### src/rtl/ahb_pkg.sv
package ahb_pkg;

    // bus widths
    typedef logic [31:0] haddr_t;
    typedef logic [31:0] hdata_t;

    typedef logic [1:0]  htrans_t;
    typedef logic [2:0]  hsize_t;
    typedef logic [2:0]  hburst_t;
    typedef logic [1:0]  hresp_t;

    // transfer type
    localparam htrans_t IDLE   = 2'b00;
    localparam htrans_t BUSY   = 2'b01;
    localparam htrans_t SEQ    = 2'b10;
    localparam htrans_t NONSEQ = 2'b11;

    // transfer size, only full words on this bus
    localparam hsize_t  SIZE_WORD = 3'b010;

    // single transfers only, no bursts
    localparam hburst_t BURST_SINGLE = 3'b000;

    // slave response
    localparam hresp_t  RESP_OKAY = 2'b00;

endpackage

### src/rtl/led_pkg.sv
package led_pkg;

    // gpio block in the memory map
    localparam ahb_pkg::haddr_t GPIO_BASE = 32'h4000_0000;

    localparam logic [3:0] OFS_DATA_RO = 4'h0;  // key inputs
    localparam logic [3:0] OFS_DATA    = 4'h4;  // led outputs
    localparam logic [3:0] OFS_DIRM    = 4'h8;
    localparam logic [3:0] OFS_OEN     = 4'hC;

    // pins are active low
    typedef logic [3:0] led_bits_t;
    typedef logic [3:0] key_bits_t;
    typedef logic [3:0] led_mode_t;  // one-hot, zero until a key is seen

    localparam led_bits_t LED_ALL_OFF = 4'b1111;

    localparam led_mode_t MODE_RUN    = 4'b0001;
    localparam led_mode_t MODE_FAST   = 4'b0010;
    localparam led_mode_t MODE_BEAT   = 4'b0100;
    localparam led_mode_t MODE_BREATH = 4'b1000;

    // led field sits at bits 7..4 of DATA, DIRM and OEN
    localparam int GPIO_FIELD_LSB = 4;
    localparam ahb_pkg::hdata_t CONFIG_WORD = 32'h0000_00F0;

    // frame timing, short enough for simulation
    localparam int FRAME_CYCLES     = 400;
    localparam int TIMER_W          = $clog2(FRAME_CYCLES);
    localparam int EIGHTH_CYCLES    = FRAME_CYCLES / 8;
    localparam int TENTH_CYCLES     = FRAME_CYCLES / 10;
    localparam int TWENTIETH_CYCLES = FRAME_CYCLES / 20;

    typedef logic [TIMER_W-1:0] timer_t;

endpackage

### src/rtl/led_pattern_gen.sv
`timescale 1ns/10ps

module led_pattern_gen (
    input  logic               iHCLK,
    input  logic               iHRESETn,
    input  led_pkg::led_mode_t mode,
    output led_pkg::led_bits_t pattern
);

    led_pkg::timer_t timer;
    led_pkg::timer_t duty_mask;
    logic [4:0]      eighth;     // 0..7
    logic [4:0]      tenth;      // 0..9
    logic [4:0]      twentieth;  // 0..19
    logic [2:0]      breath_k;

    // which slot of length len the timer is in
    function automatic logic [4:0] slot_of(input led_pkg::timer_t t, input int len);
        logic [4:0] slot;
        slot = '0;
        for (int i = 1; i < 20; i++) begin
            if (int'(t) >= i * len) begin
                slot = 5'(i);
            end
        end
        return slot;
    endfunction

    // frame timer
    always_ff @(posedge iHCLK or negedge iHRESETn) begin
        if (!iHRESETn) begin
            timer <= '0;
        end else if (timer == led_pkg::timer_t'(led_pkg::FRAME_CYCLES - 1)) begin
            timer <= '0;  // wrap at end of frame
        end else begin
            timer <= timer + 1'b1;
        end
    end

    assign eighth    = slot_of(timer, led_pkg::EIGHTH_CYCLES);
    assign tenth     = slot_of(timer, led_pkg::TENTH_CYCLES);
    assign twentieth = slot_of(timer, led_pkg::TWENTIETH_CYCLES);

    // duty exponent, brightest in the middle of the frame
    always_comb begin
        case (tenth)
            5'd1, 5'd8: breath_k = 3'd5;  // 1 in 32
            5'd2, 5'd7: breath_k = 3'd4;
            5'd3, 5'd6: breath_k = 3'd3;
            default:    breath_k = 3'd2;  // 1 in 4
        endcase
    end

    assign duty_mask = (led_pkg::timer_t'(1) << breath_k) - 1'b1;

    always_comb begin
        pattern = led_pkg::LED_ALL_OFF;
        case (mode)
            // one led per quarter frame, led1 first
            led_pkg::MODE_RUN: begin
                pattern = ~(led_pkg::led_bits_t'(1) << eighth[2:1]);
            end
            led_pkg::MODE_FAST: begin
                pattern = ~(led_pkg::led_bits_t'(1) << eighth[1:0]);
            end
            // two flashes just before the wrap
            led_pkg::MODE_BEAT: begin
                if (twentieth == 5'd17 || twentieth == 5'd19) begin
                    pattern = '0;
                end
            end
            led_pkg::MODE_BREATH: begin
                if (tenth != 5'd0 && tenth != 5'd9 && (timer & duty_mask) == '0) begin
                    pattern = '0;
                end
            end
            default: pattern = led_pkg::LED_ALL_OFF;  // no mode yet
        endcase
    end

    // mode register in the master never holds two modes
    mode_onehot_a: assert property (@(posedge iHCLK) disable iff (!iHRESETn)
        $onehot0(mode))
        else $error("mode is not one-hot: %b", mode);

endmodule

### src/rtl/ahb_led_master.sv
`timescale 1ns/10ps

module ahb_led_master (
    input  logic               iHCLK,
    input  logic               iHRESETn,
    input  logic               hready,
    input  ahb_pkg::hresp_t    hresp,
    input  ahb_pkg::hdata_t    hrdata,
    output ahb_pkg::htrans_t   htrans,
    output ahb_pkg::hsize_t    hsize,
    output ahb_pkg::hburst_t   hburst,
    output logic               hwrite,
    output ahb_pkg::haddr_t    haddr,
    output ahb_pkg::hdata_t    hwdata,
    input  led_pkg::led_bits_t pattern,
    output led_pkg::led_mode_t mode
);

    // one state per transfer
    typedef enum logic [2:0] {
        CFG_DIRM,
        CFG_OEN,
        CFG_DATA,
        POLL_KEYS,
        WRITE_LEDS
    } state_t;

    state_t             state;
    state_t             state_nxt;
    logic               xfer_done;
    logic [3:0]         ofs;
    led_pkg::key_bits_t keys_rd;
    led_pkg::led_mode_t key_mode;
    led_pkg::led_mode_t mode_nxt;
    led_pkg::led_bits_t led_q;     // pattern held while the write is stalled
    logic               led_held;  // data write already waited once
    led_pkg::led_bits_t led_wr;

    assign xfer_done = hready && (hresp == ahb_pkg::RESP_OKAY);
    assign keys_rd   = hrdata[3:0];

    // exactly one key low selects a mode
    always_comb begin
        case (keys_rd)
            4'b1110: key_mode = led_pkg::MODE_RUN;
            4'b1101: key_mode = led_pkg::MODE_FAST;
            4'b1011: key_mode = led_pkg::MODE_BEAT;
            4'b0111: key_mode = led_pkg::MODE_BREATH;
            default: key_mode = '0;
        endcase
    end

    assign mode_nxt = (state == POLL_KEYS && xfer_done && key_mode != '0) ? key_mode : mode;

    always_comb begin
        state_nxt = state;
        if (xfer_done) begin
            case (state)
                CFG_DIRM:   state_nxt = CFG_OEN;
                CFG_OEN:    state_nxt = CFG_DATA;
                CFG_DATA:   state_nxt = POLL_KEYS;
                POLL_KEYS:  state_nxt = (mode_nxt != '0) ? WRITE_LEDS : POLL_KEYS;
                WRITE_LEDS: state_nxt = POLL_KEYS;
                default:    state_nxt = CFG_DIRM;
            endcase
        end
    end

    always_ff @(posedge iHCLK or negedge iHRESETn) begin
        if (!iHRESETn) begin
            state <= CFG_DIRM;
            mode  <= '0;
        end else begin
            state <= state_nxt;
            mode  <= mode_nxt;
        end
    end

    // sample the pattern as the data write is issued
    always_ff @(posedge iHCLK or negedge iHRESETn) begin
        if (!iHRESETn) begin
            led_held <= 1'b0;
            led_q    <= led_pkg::LED_ALL_OFF;
        end else begin
            led_held <= (state == WRITE_LEDS) && !xfer_done;
            if (state == WRITE_LEDS && !led_held) begin
                led_q <= pattern;
            end
        end
    end

    assign led_wr = led_held ? led_q : pattern;

    always_comb begin
        case (state)
            CFG_DIRM:   ofs = led_pkg::OFS_DIRM;
            CFG_OEN:    ofs = led_pkg::OFS_OEN;
            CFG_DATA,
            WRITE_LEDS: ofs = led_pkg::OFS_DATA;
            default:    ofs = led_pkg::OFS_DATA_RO;
        endcase
    end

    always_comb begin
        case (state)
            WRITE_LEDS: hwdata = ahb_pkg::hdata_t'(led_wr) << led_pkg::GPIO_FIELD_LSB;
            POLL_KEYS:  hwdata = '0;
            default:    hwdata = led_pkg::CONFIG_WORD;  // config, leds off
        endcase
    end

    assign htrans = ahb_pkg::NONSEQ;  // back to back singles
    assign hsize  = ahb_pkg::SIZE_WORD;
    assign hburst = ahb_pkg::BURST_SINGLE;
    assign haddr  = led_pkg::GPIO_BASE | ahb_pkg::haddr_t'(ofs);
    assign hwrite = (state != POLL_KEYS);

    // a stalled transfer is held unchanged
    hold_stable_a: assert property (@(posedge iHCLK) disable iff (!iHRESETn)
        (htrans == ahb_pkg::NONSEQ && !hready)
            |=> ($stable(haddr) && $stable(hwrite) && $stable(hwdata)))
        else $error("transfer changed while stalled");

endmodule

### src/rtl/ahb_gpio_slave.sv
`timescale 1ns/10ps

module ahb_gpio_slave (
    input  logic               iHCLK,
    input  logic               iHRESETn,
    input  ahb_pkg::htrans_t   htrans,
    input  ahb_pkg::haddr_t    haddr,
    input  logic               hwrite,
    input  ahb_pkg::hdata_t    hwdata,
    input  ahb_pkg::hsize_t    hsize,
    output logic               hready,
    output ahb_pkg::hresp_t    hresp,
    output ahb_pkg::hdata_t    hrdata,
    input  logic               stall,
    input  led_pkg::key_bits_t keys,
    output led_pkg::led_bits_t led,
    output logic               led_oe
);

    logic               sel;
    logic               wr_en;
    logic [3:0]         ofs;
    led_pkg::led_bits_t wr_field;
    led_pkg::led_bits_t data_q;
    led_pkg::led_bits_t dirm_q;
    led_pkg::led_bits_t oen_q;
    led_pkg::led_bits_t pin_en;
    led_pkg::key_bits_t key_q;  // synchronized keys

    assign ofs = haddr[3:0];

    // active transfer inside the gpio window
    assign sel = (htrans == ahb_pkg::NONSEQ || htrans == ahb_pkg::SEQ)
              && ((haddr & 32'hFFFF_FFF0) == led_pkg::GPIO_BASE);

    // writes land on the completing edge
    assign wr_en    = sel && hwrite && hready && (hsize == ahb_pkg::SIZE_WORD);
    assign wr_field = hwdata[led_pkg::GPIO_FIELD_LSB +: $bits(led_pkg::led_bits_t)];

    always_ff @(posedge iHCLK or negedge iHRESETn) begin
        if (!iHRESETn) begin
            data_q <= led_pkg::LED_ALL_OFF;
            dirm_q <= '0;
            oen_q  <= '0;
        end else if (wr_en) begin
            case (ofs)
                led_pkg::OFS_DATA: data_q <= wr_field;
                led_pkg::OFS_DIRM: dirm_q <= wr_field;
                led_pkg::OFS_OEN:  oen_q  <= wr_field;
                default: ;  // DATA_RO is read only
            endcase
        end
    end

    always_ff @(posedge iHCLK or negedge iHRESETn) begin
        if (!iHRESETn) begin
            key_q <= '1;  // released
        end else begin
            key_q <= keys;
        end
    end

    // read mux
    always_comb begin
        hrdata = '0;
        case (ofs)
            led_pkg::OFS_DATA_RO: hrdata[3:0] = key_q;
            led_pkg::OFS_DATA:    hrdata[led_pkg::GPIO_FIELD_LSB +: 4] = data_q;
            led_pkg::OFS_DIRM:    hrdata[led_pkg::GPIO_FIELD_LSB +: 4] = dirm_q;
            led_pkg::OFS_OEN:     hrdata[led_pkg::GPIO_FIELD_LSB +: 4] = oen_q;
            default:              hrdata = '0;
        endcase
    end

    assign hready = ~stall;  // wait states straight from stall
    assign hresp  = ahb_pkg::RESP_OKAY;

    // pin is driven only with both direction and enable set
    assign pin_en = dirm_q & oen_q;
    assign led    = data_q | ~pin_en;
    assign led_oe = &pin_en;

    // master never writes the key register
    no_ro_write_a: assert property (@(posedge iHCLK) disable iff (!iHRESETn)
        (sel && hwrite && hready) |-> (ofs != led_pkg::OFS_DATA_RO))
        else $error("completed write to DATA_RO");

endmodule

### src/rtl/led_gpio_top.sv
`timescale 1ns/10ps

module led_gpio_top (
    input  logic               iHCLK,
    input  logic               iHRESETn,
    input  led_pkg::key_bits_t keys,
    input  logic               stall,
    output led_pkg::led_bits_t led,
    output logic               led_oe
);

    led_pkg::led_mode_t mode;
    led_pkg::led_bits_t pattern;

    // bus between master and gpio
    ahb_pkg::htrans_t   htrans;
    ahb_pkg::haddr_t    haddr;
    logic               hwrite;
    ahb_pkg::hsize_t    hsize;
    ahb_pkg::hdata_t    hwdata;
    logic               hready;
    ahb_pkg::hresp_t    hresp;
    ahb_pkg::hdata_t    hrdata;

    led_pattern_gen u_pattern (
        .iHCLK    (iHCLK),
        .iHRESETn (iHRESETn),
        .mode     (mode),
        .pattern  (pattern)
    );

    ahb_led_master u_master (
        .iHCLK    (iHCLK),
        .iHRESETn (iHRESETn),
        .hready   (hready),
        .hresp    (hresp),
        .hrdata   (hrdata),
        .htrans   (htrans),
        .hsize    (hsize),
        .hburst   (),  // gpio takes single transfers only
        .hwrite   (hwrite),
        .haddr    (haddr),
        .hwdata   (hwdata),
        .pattern  (pattern),
        .mode     (mode)
    );

    ahb_gpio_slave u_gpio (
        .iHCLK    (iHCLK),
        .iHRESETn (iHRESETn),
        .htrans   (htrans),
        .haddr    (haddr),
        .hwrite   (hwrite),
        .hwdata   (hwdata),
        .hsize    (hsize),
        .hready   (hready),
        .hresp    (hresp),
        .hrdata   (hrdata),
        .stall    (stall),
        .keys     (keys),
        .led      (led),
        .led_oe   (led_oe)
    );

endmodule

### config.mk
export PLATFORM = sky130hd
export DESIGN_NAME = led_gpio_top
export DESIGN_NICKNAME = d
export VERILOG_FILES = /design/src/rtl/ahb_pkg.sv /design/src/rtl/led_pkg.sv /design/src/rtl/led_pattern_gen.sv /design/src/rtl/ahb_led_master.sv /design/src/rtl/ahb_gpio_slave.sv /design/src/rtl/led_gpio_top.sv
export SDC_FILE = /design/constraint.sdc
export NUM_CORES = 1
export LEC_CHECK = 0
export BUFFER_PORTS_ARGS = -buffer_cell sky130_fd_sc_hd__buf_4
export CAP_MARGIN = 20
export CELL_PAD_IN_SITES_DETAIL_PLACEMENT = 1
export CELL_PAD_IN_SITES_GLOBAL_PLACEMENT = 1
export CORE_ASPECT_RATIO = 0.75
export CORE_MARGIN = 10
export CORE_UTILIZATION = 47
export CTS_CLUSTER_DIAMETER = 200
export DETAILED_ROUTE_END_ITERATION = 7
export GPL_TIMING_DRIVEN = 0
export PLACE_DENSITY = 0.85
export SYNTH_ARGS = -nofsm -noshare
export SYNTH_HDL_FRONTEND = slang
export SYNTH_HIERARCHICAL = 1
export SYNTH_SLANG_ARGS = --single-unit
### constraint.sdc
create_clock -name iHCLK -period 6.9 [get_ports iHCLK]
set_input_delay 0.69 -clock iHCLK [delete_from_list [all_inputs] [get_ports iHCLK]]
set_output_delay 0.69 -clock iHCLK [all_outputs]
set_load 0.005 [all_outputs]
* After elaboration in Yosys (flattened, before gate mapping)
Index checks and enable logic that the tools add are counted.
** Storage, ports and cells
- Bits in registers :: 37
- Logic and storage cells :: 152
** Operators by class
- $add $sub $neg :: 2
- Order comparisons :: 28
- Equal/unequal tests :: 26
- Shift-type cells :: 3
- Multiplexer cells :: 54
- Bitwise operators :: 7
- Reductions and logical operators :: 23
** Operators by type and width (count)
- $ge A9 B9 Y1 const B :: 13
- $ge A9 B8 Y1 const B :: 8
- $mux W4 :: 18
- $mux W3 :: 16
- $pmux W4 S4 :: 2
- $eq A4 B4 Y1 const B :: 7
- $ge A9 B6 Y1 const B :: 3
- $ge A9 B7 Y1 const B :: 3
- $eq A4 B3 Y1 const B :: 5
- $mux W5 :: 4
- $pmux W8 S2 :: 1
- $eq A4 B2 Y1 const B :: 3
- $mux W2 :: 6
- $not A4 Y4 :: 3
- $pmux W3 S4 :: 1
- $pmux W4 S3 :: 1
- $eq A5 B5 Y1 const B :: 2
- $add A9 B1 Y9 const B :: 1
- $and A9 B9 Y9 :: 1
- $eq A9 B9 Y1 const B :: 1
- $ge A9 B5 Y1 const B :: 1
- $logic_not A9 Y1 :: 1
- $mux W9 :: 1
- $pmux W3 S3 :: 1
- 23 further kinds :: 40

* Longest topological paths before layout
- Depth after elaboration :: 26
- Mapped depth :: 13
- Mapped depth without buffers :: 11

* Cells and area by module
Netlist, hierarchy kept.
** By module, submodules not included
- ahb_led_master :: instances 1, cells an instance 163, area each 1371.3 µm², sequential area each 305.3 µm²
- led_pattern_gen :: instances 1, cells an instance 178, area each 1371.3 µm², sequential area each 225.2 µm²
- ahb_gpio_slave :: instances 1, cells an instance 102, area each 1133.6 µm², sequential area each 410.4 µm²

* Least setup slack after synthesis
OpenSTA, ideal clock, no wires.
- Path kind :: reg-to-reg
- Start :: reg u_pattern.timer[3]
- End :: reg u_gpio.dirm_q[2]
- Setup time :: 0.128 ns
- Arrival time :: 2.378 ns
- Data required time :: 6.772 ns
- Slack :: 4.394 ns
- Cell stages (with the launch flop) :: 10
- Period minus slack after synthesis :: 2.506 ns
- Path through :: dfrtp_1 -> buf_6 -> or2_4 -> o41ai_2 -> o2111ai_1 -> a2111oi_4 -> o311ai_1 -> mux2i_1 -> a21oi_1 -> mux2_1
** On the way
- Longest elaborated chain between the ends :: 26
- Elaborated cells between the ends (all ways) :: 99
- Classes of those cells :: add/sub: 1; order compare: 28; eq/ne: 9; shift: 3; mux: 47; bitwise: 3; reduce/logical: 8
** RTL lines
- from (decl) :: line led_pattern_gen.sv:10 : led_pkg::timer_t timer;
- from (signal assigned) :: line led_pattern_gen.sv:36 : timer <= timer + 1'b1;
- parallel branches: the longest is 23 deep, another holds $ge A9 B6 Y1
- $pmux W4 S4 (*) :: line led_pattern_gen.sv:58 : case (mode)
- net pattern[2] :: line led_gpio_top.sv:13 : led_pkg::led_bits_t pattern;
- $mux W4 (*) :: line ahb_led_master.sv:92 : assign led_wr = led_held ? led_q : pattern;
- $pmux W8 S2 (*) :: line ahb_led_master.sv:105 : case (state)
- net hwdata[6] :: line led_gpio_top.sv:20 : ahb_pkg::hdata_t hwdata;
- to (signal assigned) :: line ahb_gpio_slave.sv:48 : led_pkg::OFS_DIRM: dirm_q <= wr_field;
- to (decl) :: line ahb_gpio_slave.sv:25 : led_pkg::led_bits_t dirm_q;
Mark *: on every way through the listed nets, which the timed path passes.
A chain may end at the register's enable or synchronous reset.

* Worst setup path in the final report
- Start :: reg u_pattern.timer[4]
- End :: reg u_gpio.data_q[2]
** On the way
- Longest elaborated chain between the ends :: 26
- Elaborated cells between the ends (all ways) :: 99
- Classes of those cells :: add/sub: 1; order compare: 28; eq/ne: 9; shift: 3; mux: 47; bitwise: 3; reduce/logical: 8
** RTL lines
- parallel branches: the longest is 23 deep, another holds $ge A9 B6 Y1
- $pmux W4 S4 (*) :: line led_pattern_gen.sv:58
- net pattern[2] :: line led_gpio_top.sv:13
- $mux W4 (*) :: line ahb_led_master.sv:92
- $pmux W8 S2 (*) :: line ahb_led_master.sv:105
- net hwdata[6] :: line led_gpio_top.sv:20
- to (signal assigned) :: line ahb_gpio_slave.sv:42 : data_q <= led_pkg::LED_ALL_OFF;
- to (signal assigned) :: line ahb_gpio_slave.sv:47 : led_pkg::OFS_DATA: data_q <= wr_field;
- to (decl) :: line ahb_gpio_slave.sv:24 : led_pkg::led_bits_t data_q;
Marked as above.

==> results.yml <==
detailed_routing:
  routed-via-count: 2975
  wl_um: 8950
  postRouteAntennaNets: 0
  routed_via_density: 5.67
  drc_errors: 0
  drt-initial-drc-count: 206
  wl_met3_um: 488
  avgRoutedWirePerCell_um: 17.1
  detail_route.wirelength.met1_um: 4260
  detailroute.wirelength.met2_um: 4120
  top_layer_used: "met4"
  drtPass1Iterations: 5
clocking:
  number_of_resized_instances_in_the_post_cts_repair_step: 0
  cts.root.buffer_cell: "sky130_fd_sc_hd__clkbuf_8"
  tritoncts: "done"
  numClockSinks: 37
  cts.clk_slew.worst_paths_ns: 0.08
  clock_insertion_delay_worst_skew_ns: 0.30
  clock_tree.htree_level_count: 2
  numCtsBuffers: 5
  hold_buffers: 0
  post_cts.repair.setup_buffers: 0
  clockBufferDepth: 2
global_route:
  number_of_global_route_vias_before_repair: 2976
  gr-usage-all-layers: 0.167
  antenna_violations_before_repair: 0
  grt_pass1_wl_um: 15400
  maximum_number_of_pins_on_one_net_before_global_route_repair: 38
  grt-ovfl-total: 0
cells_and_area:
  final_common_cell: "sky130_fd_sc_hd__buf_4"
  layout-drive-gt1-share: 0.279
  area_growth_syn_to_layout_pct: 13.2
  antenna_cells: 0
  layout.cell_area.non_filler_sq_um: 3810
  nNetsFinal: 436
  most_frequent_cells_in_the_layout: "sky130_fd_sc_hd__buf_4, sky130_fd_sc_hd__conb_1, sky130_fd_sc_hd__nor2_1, sky130_fd_sc_hd__dfrtp_1, sky130_fd_sc_hd__o21ai_0"
  fillerInstances: 837
die:
  chipHeight_um: 93.3
  core.rowCount: 26
  floorplan.die_area_sq_um: 11000
  i_o_pin_count: 12
  core_sq_um: 6900
  dieWidth_um: 118
  start_util: 0.488
placed_design:
  dp.final_hpwl_um: 6740
  placed_area_sq_um: 3690
  gp_congestion: 0.970
  placement.io_buffers: 11
critical_path:
  slowest_delay_ns: 0.46
  cpLargestDelayFamily: "compound AO/OA/AOI/OAI gates"
  cp.depth: 10
  crit_path_start: "u_pattern/timer[4]"
  worstPathRequired_ns: 7.15
  ff2ff_setup_slack_ns: 3.89
  timing.rr.start: "u_pattern/timer[4]"
  worst_setup_path_start_kind: "flip-flop"
  ff2ff_path_depth: 10
  crit_path_max_fanout: 10
  worst_ep_arrival_time_ns: 3.26
  list_of_cells_traversed_by_the_critical_path: "buf_4 > clkbuf_1 > a311oi_1 > o311ai_0 > o31a_1 > nor2_1 > o311ai_1 > mux2i_1 > a21oi_1 > mux2_1"
  worst_path_max_delay_cell: "sky130_fd_sc_hd__o311ai_0"
  critical_path.n_buffers_inverters: 2
  worstSetupPathType: "reg -> reg"
  timing.critical_path.to_type: "flip-flop"
sta:
  worst-slew-pin-transition_ns: 0.723
  post-route-min-period_ns: 3.01
  final-max-slew-violation-count: 0
  setup_tns_ns: 0
  rsz_0062_raised_after_global_routing: "no"
  final_hold_violation_count: 0
  setup_viol: 0
  achievable-frequency_mhz: 332
  fin_worst_skew_ns: 0.00797
  fin_crit_sh: 0.437
  slew-limit-headroom: 0.511
job:
  max-cap-violations: 0
power:
  power.total_uw: 626
  power_density_nw_per_um2: 164
  static-leakage-power_uw: 0.00170
  peakVddDrop_v: 0.000114
yosys:
  post_synth_instance_area_sq_um: 3370
  mean_syn_cell_area_sq_um: 8.98
  post_synthesis_cells: 375
  synth-warning-count: 6
outcome:
  outcome: "finished, final reports clean"
min_path:
  hp-class: "in -> async"
==> metrics by stage <==
| stage | utilization | hold slack [ns] | instances | setup WS (ns) |
|---|---|---|---|---|
| floorplan | - | 0.394 | 408 | 4.39 |
| global placement | 0.536 | 0.500 | 517 | 4.01 |
| detailed placement | 0.536 | 0.502 | 517 | 3.97 |
| CTS | 0.553 | 0.366 | 525 | 3.95 |
| global route | 0.553 | 0.377 | 525 | 3.64 |
| finish | 0.553 | 0.350 | 525 | 3.89 |
==> final cells by class <==
class,instances,area (sq um),share of cell area
buffer,68,497,0.130
clock buffer,7,86.3,0.0227
clock inverter,1,30.0,0.00788
inverter,12,45.0,0.0118
multi-input combinational,291,2010,0.527
sequential,37,941,0.247
tap,98,123,0.0322
timing repair buffer,11,82.6,0.0217
==> sequential cells by signal (all words and copies together) (netlist names) <==
name / cells
u_pattern/timer: 9
u_gpio/data_q: 4
u_gpio/oen_q: 4
u_gpio/dirm_q: 4
u_master/mode: 4
u_master/led_q: 4
u_master/state: 3
u_gpio/key_q: 4
u_master/led_held: 1
==> power breakdown <==
group / switching (uW) / internal [uW] / leakage [uW]
Clock: 83.3 / 118 / 0.0000585
Sequential: 8.24 / 241 / 0.000451
Combinational: 91.0 / 84.6 / 0.00119
==> worst reg2reg max path, cell delays in order, from the launching register on <==
cell and delay, ns:
sky130_fd_sc_hd__dfrtp_1 0.41, sky130_fd_sc_hd__buf_4 0.20, sky130_fd_sc_hd__clkbuf_1 0.44, sky130_fd_sc_hd__a311oi_1 0.19, sky130_fd_sc_hd__o311ai_0 0.46, sky130_fd_sc_hd__o31a_1 0.29
sky130_fd_sc_hd__nor2_1 0.06, sky130_fd_sc_hd__o311ai_1 0.32, sky130_fd_sc_hd__mux2i_1 0.12, sky130_fd_sc_hd__a21oi_1 0.26, sky130_fd_sc_hd__mux2_1 0.20
==> routing by layer <==
metal  vias to the layer above  global-route usage
li1                       1406                   -
met1                      1478               0.228
met2                        81               0.262
met3                        10              0.0378
met4                         0              0.0370
met5                         -                   0
==> worst paths after layout <==
path                                      end
setup / recovery             u_gpio/data_q[2]
hold / removal             u_pattern/timer[6]
setup reg to reg             u_gpio/data_q[2]
hold reg to reg              u_gpio/dirm_q[1]
max in group asynchronous    u_gpio/data_q[0]
min in group iHCLK            u_gpio/key_q[3]
Note: power is estimated with default switching activity, not from simulation.
